File: config.mk
export PLATFORM = sky130hd
export DESIGN_NAME = processor
export DESIGN_NICKNAME = d
export VERILOG_FILES = /design/src/cpu_pkg.sv /design/src/fetch_stage.sv /design/src/decode_stage.sv /design/src/execute_stage.sv /design/src/writeback_stage.sv /design/src/processor.sv
export VERILOG_INCLUDE_DIRS = /design/src /design/src/src
export SDC_FILE = /design/constraint.sdc
export NUM_CORES = 1
export LEC_CHECK = 0
export BUFFER_PORTS_ARGS = -buffer_cell sky130_fd_sc_hd__buf_2
export CAP_MARGIN = 20
export CELL_PAD_IN_SITES_DETAIL_PLACEMENT = 2
export CELL_PAD_IN_SITES_GLOBAL_PLACEMENT = 2
export CORE_MARGIN = 3
export CORE_UTILIZATION = 33
export DETAILED_ROUTE_END_ITERATION = 8
export PLACE_DENSITY = 0.89
export SETUP_SLACK_MARGIN = 0.05
export SYNTH_ARGS = -nofsm -noshare
export SYNTH_HDL_FRONTEND = slang
export SYNTH_SLANG_ARGS = --single-unit
File: constraint.sdc
create_clock -name clock -period 4.6 [get_ports clock]
set_clock_uncertainty 0.15 [all_clocks]
set_input_delay 0.46 -clock clock [delete_from_list [all_inputs] [get_ports clock]]
set_output_delay 0.46 -clock clock [all_outputs]
set_load 0.02 [all_outputs]
File: src/cpu_cfg.svh
`ifndef CPU_CFG_SVH
`define CPU_CFG_SVH

// Datapath and field widths
`define CPU_XLEN        32
`define CPU_REG_BITS    5
`define CPU_OP_BITS     5
`define CPU_FN_BITS     5
`define CPU_IMM_BITS    17
`define CPU_TARGET_BITS 27

// Opcodes, bits 31:27
`define CPU_OP_RTYPE 5'd0
`define CPU_OP_J     5'd1
`define CPU_OP_BNE   5'd2
`define CPU_OP_JAL   5'd3
`define CPU_OP_JR    5'd4
`define CPU_OP_ADDI  5'd5
`define CPU_OP_BLT   5'd6
`define CPU_OP_SW    5'd7
`define CPU_OP_LW    5'd8
`define CPU_OP_SETX  5'd21
`define CPU_OP_BEX   5'd22

// R-type function field, bits 6:2
`define CPU_FN_ADD 5'd0
`define CPU_FN_SUB 5'd1
`define CPU_FN_AND 5'd2
`define CPU_FN_OR  5'd3
`define CPU_FN_SLL 5'd4
`define CPU_FN_SRA 5'd5

`define CPU_REG_STATUS 5'd30 // Exception status, also setx/bex
`define CPU_REG_LINK   5'd31 // Return address for jal

// Values written to the status register on signed overflow
`define CPU_EXC_ADD  32'd1
`define CPU_EXC_ADDI 32'd2
`define CPU_EXC_SUB  32'd3

`endif

File: src/cpu_pkg.sv
`include "cpu_cfg.svh"

package cpu_pkg;

    // Register-register layout
    typedef struct packed {
        logic [`CPU_OP_BITS-1:0]  opcode;
        logic [`CPU_REG_BITS-1:0] rd;
        logic [`CPU_REG_BITS-1:0] rs;
        logic [`CPU_REG_BITS-1:0] rt;
        logic [`CPU_REG_BITS-1:0] shamt;
        logic [`CPU_FN_BITS-1:0]  func;
        logic [1:0]               unused;
    } r_fields_t;

    // Immediate layout, used by addi, lw, sw and the branches
    typedef struct packed {
        logic [`CPU_OP_BITS-1:0]  opcode;
        logic [`CPU_REG_BITS-1:0] rd;
        logic [`CPU_REG_BITS-1:0] rs;
        logic [`CPU_IMM_BITS-1:0] imm;
    } i_fields_t;

    // Jump layout, used by j, jal, bex and setx
    typedef struct packed {
        logic [`CPU_OP_BITS-1:0]     opcode;
        logic [`CPU_TARGET_BITS-1:0] target;
    } j_fields_t;

    typedef union packed {
        r_fields_t r;
        i_fields_t i;
        j_fields_t j;
    } instr_t;

endpackage

File: src/fetch_stage.sv
`include "cpu_cfg.svh"

module fetch_stage import cpu_pkg::*; (
    input  logic                 clock,
    input  logic                 fft_reset,
    input  logic                 redirect,     // Taken branch or jump from decode
    input  logic [`CPU_XLEN-1:0] redirect_pc,
    input  logic [`CPU_XLEN-1:0] q_imem,
    output logic [`CPU_XLEN-1:0] address_imem,
    output instr_t               if_instr,
    output logic [`CPU_XLEN-1:0] if_link
);

    logic [`CPU_XLEN-1:0] pc;
    logic [`CPU_XLEN-1:0] pc_plus_one;

    assign pc_plus_one  = pc + `CPU_XLEN'd1;
    assign address_imem = pc;

    always_ff @(posedge clock or posedge fft_reset) begin
        if (fft_reset) begin
            pc <= '0;
        end else begin
            pc <= redirect ? redirect_pc : pc_plus_one;
        end
    end

    // IF/ID instruction, the word fetched behind a redirect is dropped
    always_ff @(posedge clock or posedge fft_reset) begin
        if (fft_reset) begin
            if_instr <= '0;
        end else if (redirect) begin
            if_instr <= '0;                // NOP
        end else begin
            if_instr <= q_imem;
        end
    end

    // Address of the next instruction, used as link and branch base
    always_ff @(posedge clock) begin
        if_link <= pc_plus_one;
    end

endmodule

File: src/decode_stage.sv
`include "cpu_cfg.svh"

module decode_stage import cpu_pkg::*; (
    input  logic                     clock,
    input  logic                     fft_reset,
    input  instr_t                   if_instr,
    input  logic [`CPU_XLEN-1:0]     if_link,
    input  logic [`CPU_XLEN-1:0]     data_read_reg_a,
    input  logic [`CPU_XLEN-1:0]     data_read_reg_b,
    output logic [`CPU_REG_BITS-1:0] ctrl_read_reg_a,
    output logic [`CPU_REG_BITS-1:0] ctrl_read_reg_b,
    output logic                     redirect,
    output logic [`CPU_XLEN-1:0]     redirect_pc,
    output instr_t                   ex_instr,
    output logic [`CPU_XLEN-1:0]     ex_a,
    output logic [`CPU_XLEN-1:0]     ex_b,
    output logic [`CPU_XLEN-1:0]     ex_link
);

    logic [`CPU_OP_BITS-1:0] opcode;
    logic                    is_bne, is_blt, is_j, is_jal, is_jr, is_bex, is_sw;
    logic                    is_branch;
    logic                    bne_taken, blt_taken, bex_taken;
    logic                    squash;
    logic [`CPU_XLEN-1:0]    branch_off;
    logic [`CPU_XLEN-1:0]    jump_target;

    assign opcode = if_instr.r.opcode;
    assign is_bne = (opcode == `CPU_OP_BNE);
    assign is_blt = (opcode == `CPU_OP_BLT);
    assign is_j   = (opcode == `CPU_OP_J);
    assign is_jal = (opcode == `CPU_OP_JAL);
    assign is_jr  = (opcode == `CPU_OP_JR);
    assign is_bex = (opcode == `CPU_OP_BEX);
    assign is_sw  = (opcode == `CPU_OP_SW);
    assign is_branch = is_bne | is_blt;

    // Branches compare rd against rs, sw reads its store data from rd
    assign ctrl_read_reg_a = is_bex ? `CPU_REG_STATUS :
                             (is_branch | is_jr) ? if_instr.r.rd : if_instr.r.rs;
    assign ctrl_read_reg_b = is_branch ? if_instr.r.rs :
                             is_sw ? if_instr.r.rd : if_instr.r.rt;

    assign branch_off = {{(`CPU_XLEN-`CPU_IMM_BITS){if_instr.i.imm[`CPU_IMM_BITS-1]}},
                         if_instr.i.imm};
    assign jump_target = {{(`CPU_XLEN-`CPU_TARGET_BITS){1'b0}}, if_instr.j.target};

    assign bne_taken = is_bne && (data_read_reg_a != data_read_reg_b);
    assign blt_taken = is_blt && ($signed(data_read_reg_a) < $signed(data_read_reg_b));
    assign bex_taken = is_bex && (data_read_reg_a != '0);

    assign redirect = bne_taken | blt_taken | is_j | is_jal | is_jr | bex_taken;

    always_comb begin
        if (is_branch) begin
            redirect_pc = if_link + branch_off;
        end else if (is_jr) begin
            redirect_pc = data_read_reg_a;
        end else begin
            redirect_pc = jump_target;      // j, jal, bex
        end
    end

    // Control transfers with no register result leave as NOPs
    assign squash = is_branch | is_j | is_jr | is_bex;

    always_ff @(posedge clock or posedge fft_reset) begin
        if (fft_reset) begin
            ex_instr <= '0;
        end else begin
            ex_instr <= squash ? '0 : if_instr;
        end
    end

    // Zero operands keep a squashed NOP from raising overflow
    always_ff @(posedge clock) begin
        ex_a    <= squash ? '0 : data_read_reg_a;
        ex_b    <= squash ? '0 : data_read_reg_b;
        ex_link <= if_link;
    end

endmodule

File: src/execute_stage.sv
`include "cpu_cfg.svh"

module execute_stage import cpu_pkg::*; (
    input  logic                     clock,
    input  logic                     fft_reset,
    input  instr_t                   ex_instr,
    input  logic [`CPU_XLEN-1:0]     ex_a,
    input  logic [`CPU_XLEN-1:0]     ex_b,
    input  logic [`CPU_XLEN-1:0]     ex_link,
    output logic [`CPU_XLEN-1:0]     mem_result,
    output logic [`CPU_XLEN-1:0]     mem_store_data,
    output logic [`CPU_REG_BITS-1:0] mem_dest,
    output logic                     mem_write,
    output logic                     mem_load,
    output logic                     mem_store
);

    logic [`CPU_OP_BITS-1:0]  opcode;
    logic                     is_rtype, is_add, is_sub, is_addi;
    logic                     is_lw, is_sw, is_jal, is_setx;
    logic [`CPU_XLEN-1:0]     imm_ext, alu_b, sum, diff, alu_out, result;
    logic                     ovf_add, ovf_sub;
    logic [`CPU_REG_BITS-1:0] dest;

    assign opcode   = ex_instr.r.opcode;
    assign is_rtype = (opcode == `CPU_OP_RTYPE);
    assign is_add   = is_rtype && (ex_instr.r.func == `CPU_FN_ADD);
    assign is_sub   = is_rtype && (ex_instr.r.func == `CPU_FN_SUB);
    assign is_addi  = (opcode == `CPU_OP_ADDI);
    assign is_lw    = (opcode == `CPU_OP_LW);
    assign is_sw    = (opcode == `CPU_OP_SW);
    assign is_jal   = (opcode == `CPU_OP_JAL);
    assign is_setx  = (opcode == `CPU_OP_SETX);

    assign imm_ext = {{(`CPU_XLEN-`CPU_IMM_BITS){ex_instr.i.imm[`CPU_IMM_BITS-1]}},
                      ex_instr.i.imm};
    assign alu_b   = is_rtype ? ex_b : imm_ext;   // addi, lw, sw use the immediate
    assign sum     = ex_a + alu_b;
    assign diff    = ex_a - alu_b;

    // Signed overflow from operand and result sign bits
    assign ovf_add = (ex_a[`CPU_XLEN-1] == alu_b[`CPU_XLEN-1]) &&
                     (sum[`CPU_XLEN-1] != ex_a[`CPU_XLEN-1]);
    assign ovf_sub = (ex_a[`CPU_XLEN-1] != alu_b[`CPU_XLEN-1]) &&
                     (diff[`CPU_XLEN-1] != ex_a[`CPU_XLEN-1]);

    always_comb begin
        alu_out = sum;
        if (is_rtype) begin
            case (ex_instr.r.func)
                `CPU_FN_ADD: alu_out = sum;
                `CPU_FN_SUB: alu_out = diff;
                `CPU_FN_AND: alu_out = ex_a & ex_b;
                `CPU_FN_OR:  alu_out = ex_a | ex_b;
                `CPU_FN_SLL: alu_out = ex_a << ex_instr.r.shamt;
                `CPU_FN_SRA: alu_out = $signed(ex_a) >>> ex_instr.r.shamt;
                default:     alu_out = '0;
            endcase
        end
    end

    // Overflow redirects the write to the status register
    always_comb begin
        result = alu_out;
        dest   = ex_instr.r.rd;
        if (is_add && ovf_add) begin
            result = `CPU_EXC_ADD;
            dest   = `CPU_REG_STATUS;
        end else if (is_addi && ovf_add) begin
            result = `CPU_EXC_ADDI;
            dest   = `CPU_REG_STATUS;
        end else if (is_sub && ovf_sub) begin
            result = `CPU_EXC_SUB;
            dest   = `CPU_REG_STATUS;
        end else if (is_jal) begin
            result = ex_link;
            dest   = `CPU_REG_LINK;
        end else if (is_setx) begin
            result = {{(`CPU_XLEN-`CPU_TARGET_BITS){1'b0}}, ex_instr.j.target};
            dest   = `CPU_REG_STATUS;
        end
    end

    always_ff @(posedge clock or posedge fft_reset) begin
        if (fft_reset) begin
            mem_write <= 1'b0;
            mem_load  <= 1'b0;
            mem_store <= 1'b0;
        end else begin
            mem_write <= !is_sw && (dest != '0);   // r0 is never written
            mem_load  <= is_lw;
            mem_store <= is_sw;
        end
    end

    always_ff @(posedge clock) begin
        mem_result     <= result;
        mem_store_data <= ex_b;
        mem_dest       <= dest;
    end

endmodule

File: src/writeback_stage.sv
`include "cpu_cfg.svh"

module writeback_stage import cpu_pkg::*; (
    input  logic                     clock,
    input  logic                     fft_reset,
    input  logic [`CPU_XLEN-1:0]     mem_result,
    input  logic [`CPU_XLEN-1:0]     mem_store_data,
    input  logic [`CPU_REG_BITS-1:0] mem_dest,
    input  logic                     mem_write,
    input  logic                     mem_load,
    input  logic                     mem_store,
    input  logic [`CPU_XLEN-1:0]     q_dmem,
    output logic [`CPU_XLEN-1:0]     address_dmem,
    output logic [`CPU_XLEN-1:0]     data,
    output logic                     wren,
    output logic                     ctrl_write_enable,
    output logic [`CPU_REG_BITS-1:0] ctrl_write_reg,
    output logic [`CPU_XLEN-1:0]     data_write_reg
);

    logic [`CPU_XLEN-1:0] wb_value;

    // Data memory is driven straight from EX/MEM
    assign address_dmem = mem_result;
    assign data         = mem_store_data;
    assign wren         = mem_store;

    // Load data arrives in the same cycle as the address
    assign wb_value = mem_load ? q_dmem : mem_result;

    always_ff @(posedge clock or posedge fft_reset) begin
        if (fft_reset) begin
            ctrl_write_enable <= 1'b0;
            ctrl_write_reg    <= '0;
        end else begin
            ctrl_write_enable <= mem_write;
            ctrl_write_reg    <= mem_dest;
        end
    end

    always_ff @(posedge clock) begin
        data_write_reg <= wb_value;
    end

endmodule

File: src/processor.sv
`include "cpu_cfg.svh"

module processor import cpu_pkg::*; (
    input  logic                     clock,
    input  logic                     fft_reset,
    output logic [`CPU_XLEN-1:0]     address_imem,
    input  logic [`CPU_XLEN-1:0]     q_imem,
    output logic [`CPU_XLEN-1:0]     address_dmem,
    output logic [`CPU_XLEN-1:0]     data,
    output logic                     wren,
    input  logic [`CPU_XLEN-1:0]     q_dmem,
    output logic                     ctrl_write_enable,
    output logic [`CPU_REG_BITS-1:0] ctrl_write_reg,
    output logic [`CPU_REG_BITS-1:0] ctrl_read_reg_a,
    output logic [`CPU_REG_BITS-1:0] ctrl_read_reg_b,
    output logic [`CPU_XLEN-1:0]     data_write_reg,
    input  logic [`CPU_XLEN-1:0]     data_read_reg_a,
    input  logic [`CPU_XLEN-1:0]     data_read_reg_b
);

    instr_t                   if_instr, ex_instr;
    logic [`CPU_XLEN-1:0]     if_link, redirect_pc;
    logic                     redirect;
    logic [`CPU_XLEN-1:0]     ex_a, ex_b, ex_link;
    logic [`CPU_XLEN-1:0]     mem_result, mem_store_data;
    logic [`CPU_REG_BITS-1:0] mem_dest;
    logic                     mem_write, mem_load, mem_store;

    fetch_stage i_fetch (
        .clock, .fft_reset, .redirect, .redirect_pc, .q_imem,
        .address_imem, .if_instr, .if_link
    );

    decode_stage i_decode (
        .clock, .fft_reset, .if_instr, .if_link, .data_read_reg_a, .data_read_reg_b,
        .ctrl_read_reg_a, .ctrl_read_reg_b, .redirect, .redirect_pc,
        .ex_instr, .ex_a, .ex_b, .ex_link
    );

    execute_stage i_execute (
        .clock, .fft_reset, .ex_instr, .ex_a, .ex_b, .ex_link,
        .mem_result, .mem_store_data, .mem_dest, .mem_write, .mem_load, .mem_store
    );

    writeback_stage i_writeback (
        .clock, .fft_reset, .mem_result, .mem_store_data, .mem_dest,
        .mem_write, .mem_load, .mem_store, .q_dmem,
        .address_dmem, .data, .wren,
        .ctrl_write_enable, .ctrl_write_reg, .data_write_reg
    );

endmodule

=== Word-level counts from Yosys, hierarchy flattened ===
Cells that the tools add are included.

* Memory bits (writable): 0
* ROM bits: 0
* Memories: 0
* Output and inout bits: 145
* Word-level logic and storage cells: 97
* Bits in registers: 334
* Bits of input ports: 130
* Bits in latches: 0

* Equality and inequality tests: 22
* Reductions and logical operators: 17
* Bitwise logic cells: 12
* Multipliers: 0
* Shift operators: 2
* Div/mod/pow operators: 0
* Mux-type cells: 22
* Add/subtract/negate cells: 4
* Magnitude comparators: 1

{| class="wikitable"
|+ Operators by type and width
! kind !! number
|-
| $mux W32 || 10
|-
| $pmux W32 S6 || 1
|-
| $add A32 B32 Y32 || 2
|-
| $mux W5 || 9
|-
| $eq A5 B3 Y1 const B || 7
|-
| $add A32 B1 Y32 const B || 1
|-
| $and A32 B32 Y32 || 1
|-
| $lt A32 B32 Y1 || 1
|-
| $ne A32 B32 Y1 || 1
|-
| $or A32 B32 Y32 || 1
|-
| $reduce_bool A32 Y1 || 1
|-
| $shl A32 B5 Y32 || 1
|-
| $sshr A32 B5 Y32 || 1
|-
| $sub A32 B32 Y32 || 1
|-
| $eq A5 B2 Y1 const B || 5
|-
| $logic_and A1 B1 Y1 || 11
|-
| $eq A5 B1 Y1 const B || 2
|-
| $eq A5 B5 Y1 const B || 2
|-
| $logic_not A5 Y1 || 2
|-
| $or A1 B1 Y1 || 10
|-
| $eq A5 B4 Y1 const B || 1
|-
| $reduce_bool A5 Y1 || 1
|-
| $mux W2 || 2
|-
| $ne A1 B1 Y1 || 3
|-
| other kinds (3) || 3
|}

=== Longest topological paths before layout ===
* Word-level depth: 11
* Depth in mapped cells: 20
* Gate-level depth less buffers: 17

=== Modules after synthesis ===
Synthesis repeated with hierarchy kept, for this count alone.

* Cell total of the unflattened synthesis: 2568
* Area total of the unflattened synthesis: 22918.2 um^2

{| class="wikitable"
|+ By module, submodules not included
! module !! instances !! cells an instance !! seq. area each (um^2) !! area each (um^2)
|-
| execute_stage || 1 || 1380 || 1456.4 || 10736.5
|-
| decode_stage || 1 || 723 || 2722.6 || 6640.1
|-
| fetch_stage || 1 || 325 || 2242.2 || 3714.8
|-
| writeback_stage || 1 || 140 || 790.8 || 1826.8
|}

=== Worst setup path after synthesis ===
No wires, ideal clock.

* Path type: flip-flop to flip-flop
* Start point: register i_decode.ex_instr[28] (netlist bit)
* End point: register i_execute.mem_result[28]
* Setup slack: -0.114 ns
* Setup time: 0.058 ns
* Buffers on the path: 4
* Stages on the path, launching flop included: 20
* Period minus slack after synthesis: 4.714 ns
* Required time: 4.392 ns
* Data arrival time: 4.506 ns
* Cell sequence: dfrtp_1 nor3_1 and2_1 clkbuf_1 clkbuf_1 clkbuf_1 nand2_1 nand2_1 ha_1 buf_6 o21ba_1 a2111o_1 a2111oi_2 o211a_1 o21ai_2 a2111oi_4 o22ai_1 or3_1 a22oi_1 o21ba_1

* Word-level cells in the longest chain between the ends: 7
* Elaborated cells on any way between the ends: 23
* Classes of those cells: 2 x add/sub; 7 x eq/ne; 5 x mux; 9 x reduce/logical

{| class="wikitable"
|+ RTL lines
! element !! line !! text
|-
| start, declared || decode_stage.sv:14 || <nowiki>output instr_t ex_instr,</nowiki>
|-
| start signal, assigned || decode_stage.sv:71 || <nowiki>ex_instr <= squash ? '0 : if_instr;</nowiki>
|-
| $logic_not A5 Y1 (no source line) || - ||
|-
| $mux W32 || execute_stage.sv:37 || <nowiki>assign alu_b = is_rtype ? ex_b : imm_ext;</nowiki>
|-
| $sub A32 B32 Y32 / $add A32 B32 Y32 (equally long branches) || execute_stage.sv:39, execute_stage.sv:38 ||
|-
| $pmux W32 S6 (tied with other cells) || execute_stage.sv:50 || <nowiki>case (ex_instr.r.func)</nowiki>
|-
| $mux W32 (tied with other cells) || execute_stage.sv:49 || <nowiki>if (is_rtype) begin</nowiki>
|-
| $mux W32 (tied with other cells) || execute_stage.sv:78 || <nowiki>end else if (is_setx) begin</nowiki>
|-
| $mux W32 / $reduce_or A3 Y1 (equally long branches) || - ||
|-
| end signal, assigned || execute_stage.sv:97 || <nowiki>mem_result <= result;</nowiki>
|-
| end, declared || execute_stage.sv:10 || <nowiki>output logic [`CPU_XLEN-1:0] mem_result,</nowiki>
|}

Several ways; a longest one is shown, not always the timed one.
A chain may end at the register's enable or synchronous reset.

=== Final worst setup path ===
* Start point: register i_decode.ex_instr[28] (netlist bit)
* End point: register i_execute.mem_result[5]

Same word-level chain as after synthesis.

==> results.ini <==
[power_and_ir_drop]
power.ir.vdd_worst_mv = 0.445
pwr_density_cell_nw_per_um2 = 811
leakagePower_nw = 12.3
finalPower_w = 0.0223

[die]
floorplan.die.height_um = 263
ports_placed_on_the_boundary = 275
initial_core_util = 0.336
row_count = 93
core_area_um2 = 64800
floorplan.die_area_um2 = 69000
die_width_um = 263

[placement]
dp_worst_setup_slack_ns = -0.402
io_buffer_count = 274
detailed_place_hpwl_mm = 91.3
routabilityCongestion = 1.00

[clocking]
clkLatencyLatePin_ns = 0.57
cts_inserted_buffers = 37
clk_root_buffer_cell = sky130_fd_sc_hd__clkbuf_16
clk_transition_reported_paths_ns = 0.07
htreeDepth = 2
clock_sink_total = 334
tritoncts = done
cts.path.max_buffers = 3

[synthesis]
synthFlopType = sky130_fd_sc_hd__dfxtp_1
number_of_library_cell_types_mapped_by_synthesis = 87
synth_sequential_area_ratio = 0.332
ys_warn_count = 0
postSynthAreaPerCell_um2 = 8.65
synthesis.nets = 2774
ys_seq_elements = 334
synth_edf_count = 0
ys_async_sr_fraction = 0.314
post_synthesis_instance_area_um2 = 21800
netlist_instances = 2514

[min_path]
hp-class = input pin to flop
min-delay-start = q_dmem[24]
worst_hold_path.num_cells = 2

[critical_path]
cp.arrival_ns = 4.93
path_max_fanout = 16
crit_required_ns = 4.90
cp_slowest_cell = sky130_fd_sc_hd__dfrtp_1
worstPathCellList = nor3_4, nand2_4, buf_6, and2_1, buf_12, a21o_4, ha_4, buf_4, nand4_1, nor4_4, o21ai_2, a31o_4, and4_1, o211ai_1, o211ai_1, buf_4, buf_6, nor3_1
crit_path_start = i_decode.ex_instr[28]
timing.setup.critical_path_class = flop to flop
crit-reg2reg-launch = i_decode.ex_instr[28]
setup.worst_path.end_class = flop
startpoint_type = flop
rrSetupSlack_ns = -0.03
max_incr_delay_on_cp_ns = 0.41
worstReg2RegEnd = i_execute.mem_result[5]
worst-r2r-cell-count = 18
worst_setup_path_endpoint = i_execute.mem_result[5]

[drt]
detail_route.wl_per_cell_um = 36.5
detail_route.vias_per_cell = 6.67
wl_mm = 138
drt-pass1-iter-count = 6
dr_total_vias = 25300
ant_nets = 0
drt_first_iter_violations = 3061
remaining_drc_errors = 0

[outcome]
outcome = finished, violations left
violations = capacitance limit, setup timing

[timing]
maxClockFrequency_mhz = 216
finalMaxSlewViolations = 0
rsz0062_at_grt = yes
worst_slew_margin_rel = 0.0119
transition_time_at_the_pin_with_the_least_slew_margin_ns = 1.46
final_hold_viol_count = 0
final_period_minus_worst_setup_slack_ns = 4.63
final_critical_path_setup_slack_ns = -0.0308
fraction_of_the_cycle_the_final_worst_path_needs = 1.01
setup_viol_count_final = 1

[global_routing]
number_of_antenna_violations_at_the_first_check_in_global_routing = 12
global_route.overflow_total = 0
vias_in_the_first_global_route = 27200
global_route_wire_length_before_repair_mm = 197
grt_util_all_layers = 0.379
grt_max_degree = 103

[layout]
multi_input_comb_area_um2 = 14100
layout-drive-gt1-share = 0.252
final_net_count = 3169
area_growth_syn_to_layout_pct = 26.7
area_occupied_by_registers_um2 = 7220
layout.filler_cells = 6934

[job]
cap_viol_max_count = 1

worst min-delay path by stage:
stage / slack (ns) / to
global placement: 0.18 / i_writeback.ctrl_write_reg[3]
detailed placement: 0.18 / i_writeback.ctrl_write_reg[3]
CTS: 0.0006 / i_fetch.if_instr[9]
floorplan: 0.17 / i_writeback.ctrl_write_reg[0]
global route: 0.007 / i_writeback.data_write_reg[10]
finish: 0.01 / i_writeback.data_write_reg[24]
timing repair:
action / 4_1_cts / 5_1_grt
gates resized for setup: 20 / 102
pin swaps: 9 / 28
hold buffers: 50 / 1
buffers inserted: 7 / 12
hold endpoints to repair: 93 / 1
setup endpoints to repair: 37 / 38
placed cells by master, fill, tap and decap left out, types with 19 or more instances in the layout:
| cell | count |
|---|---|
| sky130_fd_sc_hd__mux4_2 | 34 |
| sky130_fd_sc_hd__dlygate4sd3_1 | 51 |
| sky130_fd_sc_hd__nor3_1 | 56 |
| sky130_fd_sc_hd__a221oi_1 | 26 |
| sky130_fd_sc_hd__and3_1 | 105 |
| sky130_fd_sc_hd__and2_1 | 47 |
| sky130_fd_sc_hd__dfxtp_1 | 229 |
| sky130_fd_sc_hd__o22ai_1 | 30 |
| sky130_fd_sc_hd__a22oi_1 | 23 |
| sky130_fd_sc_hd__buf_2 | 275 |
| sky130_fd_sc_hd__nor2_1 | 168 |
| sky130_fd_sc_hd__buf_4 | 187 |
| sky130_fd_sc_hd__o21ai_0 | 116 |
| sky130_fd_sc_hd__o211ai_1 | 27 |
| sky130_fd_sc_hd__maj3_1 | 30 |
| sky130_fd_sc_hd__nand4_1 | 23 |
| sky130_fd_sc_hd__nand3_1 | 49 |
| sky130_fd_sc_hd__dfrtp_1 | 100 |
| sky130_fd_sc_hd__mux2_2 | 56 |
| sky130_fd_sc_hd__ha_1 | 109 |
| sky130_fd_sc_hd__nand2_1 | 174 |
| sky130_fd_sc_hd__mux2i_1 | 70 |
| sky130_fd_sc_hd__a211oi_1 | 32 |
| sky130_fd_sc_hd__a21oi_1 | 177 |
| sky130_fd_sc_hd__clkbuf_16 | 39 |
| sky130_fd_sc_hd__xnor2_1 | 73 |
| sky130_fd_sc_hd__inv_1 | 111 |
| sky130_fd_sc_hd__o21ai_1 | 39 |
| sky130_fd_sc_hd__xor2_1 | 22 |
| sky130_fd_sc_hd__a21o_1 | 64 |
| sky130_fd_sc_hd__nor4_1 | 19 |
Yosys cell counts (16+ instances only):
cell,n,area (µm²)
sky130_fd_sc_hd__a211oi_1,39,293
sky130_fd_sc_hd__mux2_2,56,631
sky130_fd_sc_hd__a22oi_1,24,180
sky130_fd_sc_hd__inv_1,112,420
sky130_fd_sc_hd__xnor2_1,74,648
sky130_fd_sc_hd__o31ai_1,18,135
sky130_fd_sc_hd__ha_1,127,1590
sky130_fd_sc_hd__dfrtp_1,105,2630
sky130_fd_sc_hd__dfxtp_1,229,4580
sky130_fd_sc_hd__nand4_1,23,144
sky130_fd_sc_hd__mux2i_1,70,701
sky130_fd_sc_hd__nand2b_1,18,113
sky130_fd_sc_hd__a21oi_1,182,911
sky130_fd_sc_hd__nor4_1,22,138
sky130_fd_sc_hd__o21ai_1,39,195
sky130_fd_sc_hd__and3_1,107,669
sky130_fd_sc_hd__nor2b_1,16,100
sky130_fd_sc_hd__buf_1,17,63.8
sky130_fd_sc_hd__maj3_1,30,300
sky130_fd_sc_hd__and2_1,48,300
sky130_fd_sc_hd__nor2_1,172,646
sky130_fd_sc_hd__a21o_1,68,510
sky130_fd_sc_hd__xor2_1,23,201
sky130_fd_sc_hd__nor3_1,63,315
sky130_fd_sc_hd__o211ai_1,27,203
sky130_fd_sc_hd__nand2_1,182,683
sky130_fd_sc_hd__clkbuf_1,142,533
sky130_fd_sc_hd__mux4_2,34,766
sky130_fd_sc_hd__o21ai_0,119,596
sky130_fd_sc_hd__nand3_1,50,250
sky130_fd_sc_hd__o22ai_1,31,194
sky130_fd_sc_hd__a221oi_1,27,236
through the flow:
step | instances | TNS [ns] | util | hold slack [ns] | cell area, µm²
after floorplan | 2514 | -0.0155 | - | 0.166 | 21800
after global placement | 3655 | -0.507 | 0.386 | 0.180 | 25000
after detailed placement | 3655 | -9.29 | 0.386 | 0.177 | 25000
after CTS | 3779 | 0 | 0.415 | 0.000641 | 26900
after global routing | 3793 | -1.38 | 0.425 | 0.00707 | 27500
final | 3795 | -0.0308 | 0.425 | 0.0103 | 27500
cells by family (layout without fill, tap and decap cells):
logic type / Yosys count / in the layout / share of synthesized area
AOI/OAI and AO/OA: 714 / 714 / 0.215
xor gates and xnor gates: 97 / 97 / 0.0391
adders and majority gates: 160 / 160 / 0.0896
buffers and inverters: 290 / 713 / 0.0512
DFF: 334 / 334 / 0.332
muxes: 174 / 174 / 0.104
other: 0 / 3 / 0
and+or+nand+nor: 745 / 745 / 0.170
worst max-delay path: cells and delay by family, from the launching register on:
family | cells | cell delay [ns]
flops | 1 | 0.41
fa+ha+maj | 1 | 0.30
buf+inv | 5 | 0.81
simple gates | 7 | 1.73
compound gates | 5 | 1.08
layer usage:
layer,vias to the layer above,track usage,part of all wire,wire [µm]
li1,10000,-,-,-
met1,12700,0.448,0.36,49800
met2,1894,0.620,0.46,63400
met3,689,0.0977,0.11,14800
met4,10,0.222,0.073,10100
met5,-,0,0.00056,77
layout make-up:
cell class,instances,area share
timing repair buffer,526,0.127
inverter,120,0.0164
clock buffer,49,0.0382
sequential,334,0.262
antenna,3,0.000273
clock inverter,18,0.00704
multi-input combinational,1890,0.510
tap,855,0.0388
report_power, final:
part / switching (W) / internal [W]
combinational: 0.00881 / 0.00489
clock: 0.00144 / 0.00181
sequential: 0.00139 / 0.00400
(Power assumes the default switching activity.)
